--- config.mk ---
export PLATFORM = sky130hd
export DESIGN_NAME = port_rd_frontend
export DESIGN_NICKNAME = d
export VERILOG_FILES = /design/src/verilog/switch_pkg.sv /design/src/verilog/port_rd_frontend.sv
export SDC_FILE = /design/constraint.sdc
export NUM_CORES = 1
export LEC_CHECK = 0
export ABC_AREA = 1
export CORE_MARGIN = 1
export CORE_UTILIZATION = 55
export DETAILED_ROUTE_END_ITERATION = 7
export DONT_BUFFER_PORTS = 1
export GPL_TIMING_DRIVEN = 0
export HOLD_SLACK_MARGIN = 0.02
export PLACE_DENSITY = 0.7
export SYNTH_ARGS = -nofsm -noshare
export SYNTH_HDL_FRONTEND = slang
export SYNTH_SLANG_ARGS = --single-unit
--- constraint.sdc ---
create_clock -name clk -period 2.25 [get_ports clk]
set_input_delay 0.1125 -clock clk [delete_from_list [all_inputs] [get_ports clk]]
set_output_delay 0.1125 -clock clk [all_outputs]
set_load 0.02 [all_outputs]
--- src/verilog/switch_pkg.sv ---
package switch_pkg;

    localparam int num_ports  = 4;
    localparam int num_prios  = 4;
    localparam int page_words = 8;
    localparam int num_pages  = 32;
    localparam int word_bits  = $clog2(page_words);

    // Header field positions in the first packet word
    localparam int hdr_dest_lsb = 0;
    localparam int hdr_prio_lsb = 2;

    typedef logic [15:0] data_t;
    typedef logic [1:0]  port_idx_t;
    typedef logic [1:0]  prio_t;
    typedef logic [4:0]  page_idx_t;
    typedef logic [3:0]  len_t;

    typedef struct packed {
        logic  sop;
        logic  eop;
        logic  vld;
        data_t data;
    } beat_t;

    typedef struct packed {
        page_idx_t page;
        len_t      len;
        prio_t     prio;
        port_idx_t dest;
    } pkt_desc_t;

    typedef struct packed {
        logic                 we;
        page_idx_t            page;
        logic [word_bits-1:0] offset;
        data_t                data;
    } buf_wr_t;

endpackage
--- src/verilog/port_rd_frontend.sv ---
`timescale 1ns/1ns

module port_rd_frontend (
    input  logic                                              clk,
    input  logic                                              rst_n,
    input  logic [switch_pkg::num_prios-1:0]                  nonempty,
    input  switch_pkg::pkt_desc_t [switch_pkg::num_prios-1:0] heads,
    output logic                                              deq,
    output switch_pkg::prio_t                                 deq_prio,
    output logic                                              rd_req,
    output switch_pkg::page_idx_t                             rd_page,
    output switch_pkg::len_t                                  rd_len,
    input  logic                                              rd_gnt,
    input  switch_pkg::data_t                                 rd_word,
    input  logic                                              rd_word_vld,
    output switch_pkg::beat_t                                 out_beat,
    input  logic                                              ready
);

    typedef enum logic [1:0] {st_idle, st_req, st_fill, st_stream} state_t;

    state_t                           state;
    switch_pkg::pkt_desc_t            desc;
    switch_pkg::data_t                stage [switch_pkg::page_words];
    logic [switch_pkg::word_bits-1:0] idx;
    logic                             last_word;

    // Strict priority, highest set bit wins
    always_comb begin
        deq_prio = '0;
        for (int p = 0; p < switch_pkg::num_prios; p++) begin
            if (nonempty[p]) deq_prio = switch_pkg::prio_t'(p);
        end
    end

    assign deq       = (state == st_idle) && (|nonempty);
    assign rd_req    = (state == st_req);
    assign rd_page   = desc.page;
    assign rd_len    = desc.len;
    assign last_word = (switch_pkg::len_t'(idx) == desc.len - 1'b1);

    always_comb begin
        out_beat.vld  = (state == st_stream);
        out_beat.sop  = (state == st_stream) && (idx == '0);
        out_beat.eop  = (state == st_stream) && last_word;
        out_beat.data = stage[idx];
    end

    always_ff @(posedge clk) begin
        if (deq) desc <= heads[deq_prio];
        if (state == st_fill && rd_word_vld) stage[idx] <= rd_word;
    end

    always_ff @(posedge clk) begin
        if (!rst_n) begin
            state <= st_idle;
            idx   <= '0;
        end else begin
            case (state)
                st_idle: if (deq) state <= st_req;
                st_req: if (rd_gnt) begin
                    idx   <= '0;
                    state <= st_fill;
                end
                st_fill: if (rd_word_vld) begin
                    idx <= last_word ? '0 : idx + 1'b1;
                    if (last_word) state <= st_stream;
                end
                default: if (ready) begin
                    // Beat held until the sink takes it
                    idx <= idx + 1'b1;
                    if (last_word) state <= st_idle;
                end
            endcase
        end
    end

endmodule

==> results.md <==
- Post-CTS setup buffers: 0
- Num CTS Buffers: 17
- Detail Route Antenna Nets: 0
- Total number of vias: 4234
- Synth-to-layout area growth: 20.1%
- Starting Density: 56.8%
- Global-route wire length before repair: 22.0 mm
- EDFF count, synth: 137
- Post-synth net total: 601
- Register area share after synthesis: 68.8%
- Leakage: 2.62 nW
- Pwr Total: 9.35 mW
- Die height: 108 um
- TritonCTS clock tree: done
- Post-Route Utilization: 68.2%
- Yosys top cell by area: edfxtp_1
- Fin cells: 723
- PwrDens: 1250 nW/um^2
- Top cell type's share of synthesized area: 66.2%
- DR DRC count: 0
- Final Setup Violations: 0
- Gr usage total: 26.1%
- Maximum clock frequency: 0.467 GHz
- Layout cells sized above 1: 14.3%
- Initial DRC count: 381
- Actual slew at the worst max-slew pin: 0.639 ns
- Status: completed
- Critical Path End Type: primary output
- Routed WL: 14.3 mm
- Critical path fanouts, max: 10
- WL/cell: 19.8 um
- Synth top area cells: edfxtp_1 66%, nor2_1 7.5%, o32ai_1 4.7%
- Hold slack: 0.0313 ns
- Die Span X: 108 um
- Mapped Area: 6210 um^2
- Maxcap violations: 0
- #FFs+latches synth: 145
- Largest net degree at the start of global routing: 17
- Die area: 11700 um^2
- Post-Syn Area per Cell: 12.0 um^2
- Hpwl dp: 9.03 mm
- Worst Path Arrival: 2.03 ns
- Core area: 10900 um^2
- Minimum clock period: 2.14 ns
- IO Pins: 109
- Via density: 5.86
- Std-Cell Rows: 38
- Fin nets: 654
- Synth cell types: 35
- Most frequent cells in the layout: 137 x edfxtp_1, 115 x nor2_1, 68 x nand2_1, 35 x o21ai_0, 33 x o32ai_1
- Max VDD drop: 700 uV
- Vias in the first global route: 4301
- # clock sinks: 145
- Most used DFF post-synth: edfxtp_1
- Ys async rst share: 0%
- Clock buffer depth: 2
- RSZ-0062 raised after global routing: false
- Setup TNS: 0 ns
- Worst hold path class: in -> reg
- Final period utilization: 95.3%
- Crit path kind: reg -> out
- Port buffer count: 0
- Commonest non-fill, non-tap cell in the layout: edfxtp_1
- Worst slew margin: 57.4%
- Clock Latency Late Sink: 0.42 ns
- CTS Root Cell: clkbuf_16
- H-tree depth: 4
- Placed Cells: 662
- WP data required: 2.14 ns
- Yosys warning total: 0
- Drt pass-1 iters: 5
- Final Slew Violations: 0
- Worst-path clk slew: 0.06 ns
- Critical path startpoint category: flop
- Gpl congestion: 0.789
- Global route total overflow: 0
- Setup Skew: 0.00718 ns
- Cells after Synth: 516
- Final Hold Vio Count: 0
- Initial antenna violation count: 0
-- sequential cells by signal (all words and copies together), names as in the netlist, named ones only --
name,count
stage,128
state,2
rd_page,5
rd_len,4
idx,3
-- critical path: stages (launching register included) --
cell and delay, ns:
dfxtp_1 0.32, buf_4 0.17, buf_1 0.44, o21ai_0 0.21, o32ai_1 0.17, nand2_1 0.09, nand2_1 0.21
-- cells by family after synthesis --
kind of cell,after synthesis,share of synthesized area (%)
buffers and inverters,51,4.49
DFF,145,68.8
AOI/OAI and AO/OA,92,10.4
and+or+nand+nor,217,14.1
xor gates and xnor gates,3,0.544
adders and majority gates,8,1.61
-- worst paths after layout --
path                                             from                     to  slack [ns]  depth (start not counted)
worst min register to register  state[0]$_SDFFE_PN0P_  state[0]$_SDFFE_PN0P_        0.58                          2
worst max register to register  state[0]$_SDFFE_PN0P_  stage[0][3]$_DFFE_PP_        0.19                          7
worst max-delay path                             flop           out_beat[10]        0.11                          6
worst min-delay path                        heads[19]    rd_len[2]$_DFFE_PP_        0.03                          2
-- per-stage QoR --
step	cell area, um^2	setup slack [ns]
6_report	7460	0.107
5_1_grt	7460	0.000306
4_1_cts	7440	0.0176
3_5_place_dp	6500	0.0366
3_3_place_gp	6390	-0.444
2_1_floorplan	6210	0.290
-- what timing repair did --
item,in CTS,in global routing
hold buffers,28,0
gates resized for setup,1,4
hold endpoints to repair,143,0
endpoints found under the setup margin,1,34
-- area by class of cell --
cell class / count / area [um^2]
buffer: 25 / 176
antenna: 1 / 2.50
fill: 800 / 3470
inverter: 26 / 103
sequential: 145 / 4270
clock buffer: 18 / 429
tap: 140 / 175
clock inverter: 14 / 236
timing repair buffer: 34 / 370
multi-input combinational: 320 / 1700
-- Yosys cell counts, types with 3 or more instances --
cell type  number
edfxtp_1      137
nor2_1        124
nand2_1        68
o21ai_0        35
o32ai_1        33
inv_1          19
nor3_1         10
a211oi_1        8
buf_6           8
dfxtp_1         8
ha_1            8
o22ai_1         8
clkbuf_1        7
inv_2           6
buf_2           5
nand3_1         4
nand2_2         3
-- power breakdown --
group / switching [mW] / internal, mW / leakage, nW
Clock: 1.08 / 2.08 / 0.310
Combinational: 1.99 / 0.895 / 1.01
Sequential: 0.166 / 3.14 / 1.31
-- per-layer routing --
layer | track usage (%) | share of wire [%] | wire [um]
met3 | 7.59 | 8.3 | 1190
met5 | 0 | 0 | 0
met2 | 42.9 | 50 | 7100
met4 | 10.6 | 1.3 | 189
met1 | 32.4 | 41 | 5840
Power figures use the tool's default switching activity.
