**config.mk**
```make
export PLATFORM = sky130hd
export DESIGN_NAME = port_wr_frontend
export DESIGN_NICKNAME = d
export VERILOG_FILES = /design/src/verilog/switch_pkg.sv /design/src/verilog/port_wr_frontend.sv
export SDC_FILE = /design/constraint.sdc
export NUM_CORES = 1
export LEC_CHECK = 0
export ABC_AREA = 1
export BUFFER_PORTS_ARGS = -buffer_cell sky130_fd_sc_hd__buf_4
export CORE_AREA = 2 2 115 117
export DETAILED_ROUTE_END_ITERATION = 8
export DIE_AREA = 0 0 117 119
export GPL_ROUTABILITY_DRIVEN = 0
export PLACE_DENSITY = 0.72
export SLEW_MARGIN = 20
export SYNTH_ARGS = -nofsm -noshare
export SYNTH_HDL_FRONTEND = slang
export SYNTH_SLANG_ARGS = --single-unit
export TNS_END_PERCENT = 100
```
**constraint.sdc**
```tcl
create_clock -name clk -period 2.9 [get_ports clk]
set_input_delay 0.435 -clock clk [delete_from_list [all_inputs] [get_ports clk]]
set_output_delay 0.435 -clock clk [all_outputs]
set_load 0.02 [all_outputs]
```
**src/verilog/switch_pkg.sv**
```systemverilog
package switch_pkg;

    localparam int num_ports  = 4;
    localparam int num_prios  = 4;
    localparam int page_words = 8;
    localparam int num_pages  = 32;
    localparam int word_bits  = $clog2(page_words);

    // Header field positions in the first packet word
    localparam int hdr_dest_lsb = 0;
    localparam int hdr_prio_lsb = 2;

    typedef logic [15:0] data_t;
    typedef logic [1:0]  port_idx_t;
    typedef logic [1:0]  prio_t;
    typedef logic [4:0]  page_idx_t;
    typedef logic [3:0]  len_t;

    typedef struct packed {
        logic  sop;
        logic  eop;
        logic  vld;
        data_t data;
    } beat_t;

    typedef struct packed {
        page_idx_t page;
        len_t      len;
        prio_t     prio;
        port_idx_t dest;
    } pkt_desc_t;

    typedef struct packed {
        logic                 we;
        page_idx_t            page;
        logic [word_bits-1:0] offset;
        data_t                data;
    } buf_wr_t;

endpackage
```
**src/verilog/port_wr_frontend.sv**
```systemverilog
`timescale 1ns/1ns

module port_wr_frontend (
    input  logic                  clk,
    input  logic                  rst_n,
    input  switch_pkg::beat_t     in_beat,
    output logic                  full,
    output logic                  commit_req,
    input  logic                  commit_gnt,
    input  switch_pkg::page_idx_t alloc_page,
    output switch_pkg::buf_wr_t   buf_wr,
    output logic                  enq_vld,
    output switch_pkg::pkt_desc_t enq_desc
);

    typedef enum logic [2:0] {st_idle, st_recv, st_req, st_copy, st_enq} state_t;

    state_t                           state;
    switch_pkg::data_t                stage [switch_pkg::page_words];
    switch_pkg::len_t                 cnt;
    switch_pkg::len_t                 len;
    logic [switch_pkg::word_bits-1:0] idx;
    switch_pkg::page_idx_t            page_q;
    switch_pkg::port_idx_t            dest;
    switch_pkg::prio_t                prio;
    logic                             take;

    assign take = in_beat.vld && ((state == st_idle && in_beat.sop) || state == st_recv);

    assign commit_req = (state == st_req);
    assign enq_vld    = (state == st_enq);

    always_comb begin
        buf_wr.we     = (state == st_copy);
        buf_wr.page   = page_q;
        buf_wr.offset = idx;
        buf_wr.data   = stage[idx];
        enq_desc.page = page_q;
        enq_desc.len  = len;
        enq_desc.prio = prio;
        enq_desc.dest = dest;
    end

    // Packet words and header fields
    always_ff @(posedge clk) begin
        if (take) begin
            stage[cnt[switch_pkg::word_bits-1:0]] <= in_beat.data;
        end
        if (state == st_idle && take) begin
            dest <= in_beat.data[switch_pkg::hdr_dest_lsb +: 2];
            prio <= in_beat.data[switch_pkg::hdr_prio_lsb +: 2];
        end
        if (take && in_beat.eop) len <= cnt + 1'b1;
        if (commit_gnt) page_q <= alloc_page;
    end

    always_ff @(posedge clk) begin
        if (!rst_n) begin
            state <= st_idle;
            full  <= 1'b0;
            cnt   <= '0;
            idx   <= '0;
        end else begin
            case (state)
                st_idle: if (take) begin
                    full  <= 1'b1;
                    cnt   <= 4'd1;
                    state <= in_beat.eop ? st_req : st_recv;
                end
                st_recv: if (take) begin
                    cnt <= cnt + 1'b1;
                    if (in_beat.eop) state <= st_req;
                end
                st_req: if (commit_gnt) begin
                    idx   <= '0;
                    state <= st_copy;
                end
                st_copy: begin
                    idx <= idx + 1'b1;
                    if (switch_pkg::len_t'(idx) == len - 1'b1) state <= st_enq;
                end
                default: begin
                    // Descriptor goes out this cycle
                    full  <= 1'b0;
                    cnt   <= '0;
                    state <= st_idle;
                end
            endcase
        end
    end

endmodule

```
==> flow_results.org <==
** Die
- Starting density of the core :: 48.5%
- The floorplan step defined a die boundary enclosing ~0.014 mm^2.
- Die width :: 117 um
- Standard-cell row count :: 42
- The die is 119 um tall.
- The total area inside the core boundary comes to approximately 0.013 mm^2.
- Count of boundary I/O pins :: 68

** Timing
- Final hold analysis gives a worst-case slack of about 0.19 ns.
- The max-slew violation total from the final report is 0.
- Total Neg Setup Slack :: 0 ns
- Post-route minimum period :: 2.50 ns
- Maximum clock skew at final layout :: 0.00900 ns
- In the finished design, the share of the clock period the worst path needs comes to 86.3%.
- The final hold violation count came to 0.
- Setup repair after global routing missed its margin :: false
- Static timing analysis puts the maximum clock frequency at 0.399 GHz.
- Final setup violation count :: 0
- Measured against its own limit, the worst slew margin works out to 55.4%.
- For the pin with the worst max-slew slack, the measured transition is approximately 0.67 ns.

** Cells and area
- Fraction of layout instances using a drive strength above 1 :: 22.2%
- Final layout net count :: 615
- Commonest non-fill, non-tap cell in the layout :: edfxtp_1
- Antenna diode instance count :: 0
- Leaving out fill and tap cells, the most frequent cells in the layout are edfxtp_1, nor2_1, nand2_1, buf_4, o21ai_0.
- Area of all placed cells without fillers :: 0.00760 mm^2
- Relative to the synthesized area, the layout overhead comes to 21.6%.
- Layout fillers :: 1018

** Route
- Once detail routing completed, the nets flagged for antenna violations numbered 0.
- Detailed routing inserted a total of 4164 vias.
- Number of detailed-route iterations in the first pass :: 5
- After detailed routing, the number of remaining DRC violations is 0.
- After the first detailed-routing iteration, the DRC count stood at 357.
- After detailed routing, the number of vias per cell comes to between 5 and 6.
- Summed over all layers, the routed wires come to around 13000 um.
- After detailed routing, the average wire length per cell comes to between 15 and 20 um.

** Clock network
- The H-tree generated during clock tree synthesis spans 4 levels.
- After clock tree synthesis, the clock-pin slew on the worst setup and hold paths is around 0.06 ns.
- At the later pin of the worst-skew pair, clock insertion delay measures roughly 0.42 ns.
- Post-CTS Repair Setup Buffers :: 0
- Cts hold-fix bufs :: 0
- Root buffer selected by CTS :: clkbuf_16
- In this run the deepest clock path goes through 2 buffers.
- Clock tree synthesis inserted a total of 17 buffers.
- Total number of clock tree sinks :: 155
- TritonCTS built the clock tree.
- Number of gates resized after CTS :: 0

** GRT
- The number of antenna violations at the first check in global routing was 0.
- Total overflow reported by the global router :: 0
- Entering global routing, the biggest net connects 65 pins.
- Total GRT Usage :: 20.2%
- The via count of the first global-routing pass is 4050.
- Global-route wire length before repair :: 20900 um

** Place
- Final HPWL DP :: just over 8000 um
- During placement, the flow inserted port buffers numbering 67.
- In this run the cell area measured after placement is 0.00700 mm^2.

** Hold path
- Counting instances, the worst hold path has a depth of 1.
- Beginning of the worst hold path :: alloc_page[1]
- Class of the worst hold path :: in -> reg

** Worst setup path
- STA puts the critical path data arrival time at 2.07 ns.
- Kind of capture point of the worst setup path :: output pin
- The worst setup path is launched from a register.
- The startpoint identified for the worst register-to-register timing path is state[0]$_SDFFE_PN0P_.
- For this design, the slowest cell found on the critical path is dfxtp_2.
- Grouping stages by cell kind, the critical path spends the most delay in flip-flops.
- Largest incremental delay on the critical path :: 0.67 ns
- By instance count, the cell type seen most on the critical path is nand2_1.
- Required time worst endpoint :: approximately 2.5 ns
- Number of cell instances on the worst register-to-register path :: 6
- Largest fanout of any net on the critical path :: 35
- Logic depth of the worst path, buffers included :: 6
- The critical path goes through buf_12 -> nor2_1 -> o32ai_1 -> nand2_1 -> nand2_1 -> buf_4.
- Sum of buffers and inverters on the critical path :: 2
- Setup CP Type :: reg -> out

** Yosys
- Synthesis produced a netlist with a net count of 544.
- In this run the mean area of a mapped cell was 12.2 um^2.
- Synthesis handed over a netlist of between 500 and 600 instances.
- Synthesis inferred 155 register bits.
- Unique masters post-synth :: 27
- The cell area that synthesis handed to floorplanning was 0.00625 mm^2.
- Synth warn :: 0
- Sequential share of the synthesized area :: a little over 70%

** Power and ir drop
- Cell area power density :: 798 mW/mm^2
- Across the VDD grid, the largest voltage drop is 0.000470 V.
- Leak :: 2.80 nW

** Status
- The run finished with clean final reports.

** Run
- Number of max-cap violations :: 0
routing by layer:
| metal | GRT usage [%] | share of wire (%) |
|---|---|---|
| met5 | 0 | 0 |
| met3 | 6.01 | 5.9 |
| met2 | 32.4 | 51 |
| met4 | 7.06 | 2.0 |
| met1 | 26.2 | 42 |
stage by stage:
| stage | power, W | setup slack, ns | util (%) | std cells |
|---|---|---|---|---|
| global route | 0.00632 | 0.220 | 59.0 | 774 |
| detailed placement | 0.00393 | 0.627 | 54.4 | 742 |
| floorplan | 0.00349 | 0.0150 | - | 514 |
| CTS | 0.00610 | 0.353 | 59.0 | 774 |
| finish | 0.00606 | 0.396 | 59.0 | 774 |
| global placement | 0.00390 | 0.742 | 54.4 | 742 |
registers in the layout (all words and copies together) (netlist names), named ones only:
name    cells
stage     128
idx         3
dest        2
cnt         4
full        1
prio        2
page_q      5
state       3
len         4
power by group:
group / internal (W) / switching (W) / leakage, nW
logic: 0.000437 / 0.000754 / 1.13
clock network: 0.00128 / 0.000901 / 0.278
registers: 0.00259 / 0.0000978 / 1.39
total: 0.00431 / 0.00175 / 2.80
synthesized netlist by cell type, drive strengths merged:
library cell | number | area (um^2)
buf | 18 | 105
nand3 | 9 | 57.6
nand2 | 88 | 343
xor2 | 1 | 8.76
clkbuf | 11 | 41.3
nand4 | 3 | 18.8
a21oi | 12 | 71.3
o21ai | 36 | 180
dfxtp | 14 | 280
o32ai | 32 | 280
xnor2 | 1 | 8.76
nor3 | 8 | 45.0
nor4 | 1 | 6.26
inv | 24 | 90.1
nor2 | 112 | 439
edfxtp | 141 | 4230
ha | 3 | 37.5
logic make-up after synthesis:
family | after synthesis | synth area share [%]
AND/OR/NAND/NOR | 221 | 14.6
adder cells (fa/ha/maj) | 3 | 0.601
buffers and inverters | 53 | 3.79
AO/OA/AOI/OAI | 80 | 8.51
flip-flops | 155 | 72.3
XOR/XNOR | 2 | 0.280
layout make-up:
cell class                 count  area (um^2)  share of cell area [%]
clock buffer                  17          425                    5.60
clock inverter                15          168                    2.21
inverter                      24         90.1                    1.19
multi-input combinational    306         1530                    20.2
sequential                   155         4520                    59.4
tap                          176          220                    2.90
timing repair buffer          81          646                    8.50
final timing paths:
path | to | slack (ns)
worst min-delay path | page_q[1]$_DFFE_PP_ | 0.19
worst max register to register | stage[1][12]$_DFFE_PP_ | 0.65
worst min register to register | full$_SDFFE_PN0P_ | 0.47
worst max-delay path | buf_wr[5] | 0.40
worst register-to-register path, delay by kind of cell, from the launching register on:
kind | cells | cell delay, ns
buf+inv | 1 | 0.36
flops | 1 | 0.37
simple gates | 5 | 1.21
Note: power is estimated with default switching activity, not from simulation.
