$ cat src/verilog/switch_pkg.sv
package switch_pkg;

    localparam int num_ports  = 4;
    localparam int num_prios  = 4;
    localparam int page_words = 8;
    localparam int num_pages  = 32;
    localparam int word_bits  = $clog2(page_words);

    // Header field positions in the first packet word
    localparam int hdr_dest_lsb = 0;
    localparam int hdr_prio_lsb = 2;

    typedef logic [15:0] data_t;
    typedef logic [1:0]  port_idx_t;
    typedef logic [1:0]  prio_t;
    typedef logic [4:0]  page_idx_t;
    typedef logic [3:0]  len_t;

    typedef struct packed {
        logic  sop;
        logic  eop;
        logic  vld;
        data_t data;
    } beat_t;

    typedef struct packed {
        page_idx_t page;
        len_t      len;
        prio_t     prio;
        port_idx_t dest;
    } pkt_desc_t;

    typedef struct packed {
        logic                 we;
        page_idx_t            page;
        logic [word_bits-1:0] offset;
        data_t                data;
    } buf_wr_t;

endpackage
$ cat src/verilog/page_buffer.sv
`timescale 1ns/1ns

module page_buffer (
    input  logic                                             clk,
    input  logic                                             rst_n,
    input  logic [switch_pkg::num_ports-1:0]                 commit_req,
    output logic [switch_pkg::num_ports-1:0]                 commit_gnt,
    output switch_pkg::page_idx_t                            alloc_page,
    input  switch_pkg::buf_wr_t [switch_pkg::num_ports-1:0]  buf_wr,
    input  logic [switch_pkg::num_ports-1:0]                 rd_req,
    input  switch_pkg::page_idx_t [switch_pkg::num_ports-1:0] rd_page,
    input  switch_pkg::len_t [switch_pkg::num_ports-1:0]     rd_len,
    output logic [switch_pkg::num_ports-1:0]                 rd_gnt,
    output switch_pkg::data_t                                rd_word,
    output logic                                             rd_word_vld
);

    switch_pkg::data_t mem [switch_pkg::num_pages][switch_pkg::page_words];

    switch_pkg::port_idx_t            commit_rr;
    switch_pkg::port_idx_t            commit_pick;
    switch_pkg::port_idx_t            wr_owner;
    switch_pkg::buf_wr_t              wr_sel;
    logic                             commit_ok;
    logic                             free_empty;
    switch_pkg::port_idx_t            rd_rr;
    switch_pkg::port_idx_t            rd_pick;
    logic                             rd_ok;
    logic                             rd_active;
    logic                             rd_last;
    switch_pkg::page_idx_t            rd_page_q;
    switch_pkg::len_t                 rd_len_q;
    logic [switch_pkg::word_bits-1:0] rd_cnt;

    // First requester at or after the pointer, wrapping
    function automatic switch_pkg::port_idx_t rr_pick(
        input logic [switch_pkg::num_ports-1:0] req,
        input switch_pkg::port_idx_t start
    );
        switch_pkg::port_idx_t idx;
        switch_pkg::port_idx_t pick;
        logic found;
        pick  = start;
        found = 1'b0;
        for (int i = 0; i < switch_pkg::num_ports; i++) begin
            idx = start + switch_pkg::port_idx_t'(i);
            if (!found && req[idx]) begin
                pick  = idx;
                found = 1'b1;
            end
        end
        return pick;
    endfunction

    sync_fifo #(
        .payload_t (switch_pkg::page_idx_t),
        .depth     (switch_pkg::num_pages),
        .init_seq  (1'b1)
    ) free_list_i (
        .clk       (clk),
        .rst_n     (rst_n),
        .push      (rd_last),
        .push_data (rd_page_q),
        .pop       (commit_ok),
        .head      (alloc_page),
        .empty     (free_empty)
    );

    // Only one writer at a time, so a busy writer blocks new grants
    assign wr_sel      = buf_wr[wr_owner];
    assign commit_pick = rr_pick(commit_req, commit_rr);
    assign commit_ok   = (|commit_req) && !free_empty && !wr_sel.we;

    assign rd_pick = rr_pick(rd_req, rd_rr);
    assign rd_ok   = (|rd_req) && !rd_active;
    assign rd_last = rd_active && (switch_pkg::len_t'(rd_cnt) == rd_len_q - 1'b1);

    always_comb begin
        commit_gnt = '0;
        rd_gnt     = '0;
        if (commit_ok) commit_gnt[commit_pick] = 1'b1;
        if (rd_ok) rd_gnt[rd_pick] = 1'b1;
    end

    always_ff @(posedge clk) begin
        if (wr_sel.we) mem[wr_sel.page][wr_sel.offset] <= wr_sel.data;
        rd_word <= mem[rd_page_q][rd_cnt];
        if (rd_ok) begin
            rd_page_q <= rd_page[rd_pick];
            rd_len_q  <= rd_len[rd_pick];
        end
    end

    always_ff @(posedge clk) begin
        if (!rst_n) begin
            commit_rr   <= '0;
            wr_owner    <= '0;
            rd_rr       <= '0;
            rd_active   <= 1'b0;
            rd_cnt      <= '0;
            rd_word_vld <= 1'b0;
        end else begin
            rd_word_vld <= rd_active;
            if (commit_ok) begin
                wr_owner  <= commit_pick;
                commit_rr <= commit_pick + 1'b1;
            end
            if (rd_ok) begin
                rd_active <= 1'b1;
                rd_cnt    <= '0;
                rd_rr     <= rd_pick + 1'b1;
            end else if (rd_active) begin
                rd_cnt <= rd_cnt + 1'b1;
                if (rd_last) rd_active <= 1'b0;
            end
        end
    end

endmodule

$ cat src/verilog/sync_fifo.sv
`timescale 1ns/1ns

module sync_fifo #(
    parameter type payload_t = logic,
    parameter int depth = 4,
    parameter bit init_seq = 1'b0
) (
    input  logic     clk,
    input  logic     rst_n,
    input  logic     push,
    input  payload_t push_data,
    input  logic     pop,
    output payload_t head,
    output logic     empty
);

    localparam int ptr_bits = $clog2(depth);

    payload_t            mem [depth];
    logic [ptr_bits-1:0] wr_ptr;
    logic [ptr_bits-1:0] rd_ptr;
    logic [ptr_bits:0]   count;

    assign head  = mem[rd_ptr];
    assign empty = (count == '0);

    // Free list starts full, holding every index once
    always_ff @(posedge clk) begin
        if (!rst_n && init_seq) begin
            for (int i = 0; i < depth; i++) begin
                mem[i] <= payload_t'(i);
            end
        end else if (push) begin
            mem[wr_ptr] <= push_data;
        end
    end

    always_ff @(posedge clk) begin
        if (!rst_n) begin
            wr_ptr <= '0;
            rd_ptr <= '0;
            count  <= init_seq ? (ptr_bits + 1)'(depth) : '0;
        end else begin
            if (push) wr_ptr <= wr_ptr + 1'b1;
            if (pop) rd_ptr <= rd_ptr + 1'b1;
            count <= count + (ptr_bits + 1)'(push) - (ptr_bits + 1)'(pop);
        end
    end

endmodule

$ cat config.mk
export PLATFORM = sky130hd
export DESIGN_NAME = page_buffer
export DESIGN_NICKNAME = d
export VERILOG_FILES = /design/src/verilog/switch_pkg.sv /design/src/verilog/page_buffer.sv /design/src/verilog/sync_fifo.sv
export SDC_FILE = /design/constraint.sdc
export NUM_CORES = 2
export LEC_CHECK = 0
export ABC_CLOCK_PERIOD_IN_PS = 3550
export BUFFER_PORTS_ARGS = -buffer_cell sky130_fd_sc_hd__buf_4
export CORE_MARGIN = 5
export CORE_UTILIZATION = 45
export DETAILED_ROUTE_END_ITERATION = 12
export GPL_TIMING_DRIVEN = 0
export PLACE_DENSITY = 0.64
export REMOVE_ABC_BUFFERS = 1
export SETUP_SLACK_MARGIN = 0.02
export SYNTH_ARGS = -nofsm -noshare
export SYNTH_HDL_FRONTEND = slang
export SYNTH_MEMORY_MAX_BITS = 65536
export SYNTH_SLANG_ARGS = --single-unit
$ cat constraint.sdc
create_clock -name clk -period 3.55 [get_ports clk]
set_input_delay 0.355 -clock clk [delete_from_list [all_inputs] [get_ports clk]]
set_output_delay 0.355 -clock clk [all_outputs]
set_load 0.1 [all_outputs]
==> out/metrics.yaml <==
min_period_over_period: 1.16
utilization: 0.548
postSynthAreaPerCell_um2: 19.8
grt_max_degree: 93
num_vias: 93300
clkSinkCount: 4318
placedCellCount: 13600
wirelength_mm: 521
drc: 0
synth_area_um2: 170000
grt_overflow_total: 0
pre_cts_slack_ns: -3.71
synth.area.top_cells: "edfxtp_1, mux4_2, mux2i_1"
ys_warn_count: 0
tightest_slew_ns: 1.46
dieHeight_um: 624
finalClockSkew_ns: 0.0762
globalplace.congestion: 0.941
async_reset_ff_frac: 0
worstPathArrival_ns: 4.89
root_buffer: "clkbuf_16"
cts_inserted_buffers: 415
fin_cells: 14700
fin_tns_setup_ns: -6.84
h-tree-depth: 5
irDropWorstVdd_mv: 0.511
grt_pass1_wl_mm: 718
status: "finished, violations left"
reg2regPathDepth: 13
via_per_inst: 6.35
grt_antenna_before_repair: 13
dieWidth_um: 624
placed_area_um2: 182000
maxSlewHeadroom: 0.0235
yosys.area.top_type: "edfxtp_1"
nFillCells: 27700
initial_core_util: 0.452
synth-edff-count: 4265
firstDrtPassIters: 6
setup_ws_ns: -0.556
ant_nets: 0
grt_setup_unrepaired: "yes"
finalSetupViolations: 38
cts_tree: "done"
path_max_fanout: 7
p_leak_nw: 66.4
hp-class: "input port to flip-flop"
maxCapViolations: 0
drv_slew: 0
port_buffers: 175
crit_type: "flip-flop to flip-flop"
worstSkewPairLatency_ns: 0.96
core_area_um2: 376000
clock.fmax_ghz: 0.244
pwr_density_cell_nw_per_um2: 671
clk_pin_slew_worst_paths_ns: 0.07
final_common_cell: "edfxtp_1"
finalHoldViolCount: 0
drtIter0Drc: 13100
worst_ep_required_time_ns: 4.33
row_count: 225
synth_top_area_frac: 0.754
synthDistinctLibCells: 69
layout.cells.most_common_list: "edfxtp_1, mux2i_1, mux4_2"
hold_path_depth: 6
r2r-end: "rd_word[15]$_DFF_P_"
worstHoldEndpoint: "commit_rr[1]$_SDFFE_PN0P_"
die_area_um2: 390000
fin_crit_ns: 4.11
hp-start: "commit_req[3]"
syn_to_final_growth_pct: 21.2
r2r_slack_ns: -0.56
grt_pass1_vias: 91400
clk_path_buf_depth: 4
grt.total_usage: 0.260
ys_ff_latch: 4318
dp_hpwl_mm: 313
io_pins: 176
layout.nets: 9516
final_area_um2: 206000
critical_path.endpoint_type: "flip-flop"
synth_cells: 8595
wl_per_cell_um: 35.5
drive_above_1_share: 0.307
violations: "negative setup slack"
ys_seq_area_frac: 0.760
ys.flop_type: "edfxtp_1"
startpoint_type: "flip-flop"
[what timing repair did]
item / 4_1_cts / 5_1_grt
resized for setup: 685 / 199
cloned: 82 / 10
setup buffers: 141 / 64
hold endpoints to repair: 46 / 0
hold buffers: 32 / 0
endpoints found under the setup margin: 4503 / 955
pin swaps: 142 / 88
[kinds of logic (layout without fill, tap and decap cells)]
kind of cell               Yosys count  count (layout)  synth area share
AOI/OAI and AO/OA                  835             835            0.0365
DFF                               4318            4318             0.760
and+or+nand+nor                   1295            1302            0.0366
other                                0               7                 0
adders and majority gates           24              24           0.00181
buffers and inverters              565            1645            0.0197
xor gates and xnor gates            16              16          0.000825
muxes                             1542            1542             0.144
[metal layers]
| metal | global-route usage | vias up | wire [um] |
|---|---|---|---|
| met5 | 0 | - | 93 |
| met4 | 0.131 | 4 | 33000 |
| met3 | 0.0723 | 1189 | 61000 |
| met2 | 0.398 | 5902 | 238000 |
| met1 | 0.344 | 48900 | 189000 |
| li1 | - | 37300 | - |
[worst max path at each step]
stage / endpoint / slack (ns) / from
final: rd_word[15]$_DFF_P_ / -0.56 / flip-flop
after global routing: rd_word[2]$_DFF_P_ / -0.47 / flip-flop
after floorplan: rd_word[13]$_DFF_P_ / -57.18 / flip-flop
after CTS: rd_word[2]$_DFF_P_ / -0.41 / flip-flop
after global placement: rd_word[8]$_DFF_P_ / -125.87 / flip-flop
after detailed placement: rd_word[9]$_DFF_P_ / -3.71 / flip-flop
[cells in the mapped netlist, types with 27 or more instances]
| cell type | number |
|---|---|
| edfxtp_1 | 4265 |
| mux2i_1 | 785 |
| mux4_2 | 717 |
| nor2_1 | 434 |
| nor3_1 | 280 |
| clkbuf_1 | 202 |
| nand2_1 | 187 |
| o22ai_1 | 155 |
| o221ai_1 | 137 |
| buf_2 | 121 |
| a22oi_1 | 93 |
| a21oi_1 | 92 |
| nor4_1 | 77 |
| buf_6 | 73 |
| o21ai_0 | 67 |
| nand3_1 | 66 |
| buf_1 | 64 |
| a221oi_1 | 62 |
| and2_1 | 56 |
| a211oi_1 | 54 |
| dfxtp_1 | 53 |
| nand4_1 | 48 |
| a22o_1 | 47 |
| buf_4 | 47 |
| o211ai_1 | 39 |
| mux2_2 | 38 |
| or3_1 | 33 |
| inv_1 | 31 |
| nor2b_1 | 27 |
[stage by stage]
step           hold WS [ns]  power, W
6_report             0.0901     0.138
3_5_place_dp          0.500    0.0877
5_1_grt              0.0954     0.141
3_3_place_gp          0.491    0.0820
4_1_cts              0.0412     0.137
2_1_floorplan         0.417    0.0748
[area by class of cell]
type	count	area (um^2)	share of cell area
clock buffers	516	11000	0.0536
inverters	31	129	0.000626
flip-flops and latches	4318	129000	0.628
clock inverters	237	2450	0.0119
repair buffers	861	13500	0.0657
diodes	7	17.5	0.0000851
well taps	4994	6250	0.0304
multi-input cells	3719	43200	0.210
[sequential cells by signal (all words and copies together) (netlist names), named ones only]
register	cells
commit_rr	2
free_list_i.count	6
free_list_i.mem	160
free_list_i.rd_ptr	5
free_list_i.wr_ptr	5
mem	4096
rd_active	1
rd_cnt	3
rd_len_q	4
rd_page_q	5
rd_rr	2
rd_word	16
rd_word_vld	1
wr_owner	2
[power breakdown]
group,internal (W),switching (W)
clock network,0.0254,0.0190
logic,0.0124,0.0212
registers,0.0598,0.000356
total,0.0976,0.0406
[critical path, cell delays in order, from the launching register on]
cell,delay (ns)
dfxtp_4,0.37
buf_16,0.16
buf_16,0.15
buf_16,0.15
or2_4,0.35
buf_12,0.20
buf_16,0.17
buf_4,0.15
o22ai_4,0.23
nor3_1,0.11
nor3_2,0.42
nand4_1,0.29
or4_1,0.53
nor4_4,0.58
(Power assumes the default switching activity.)
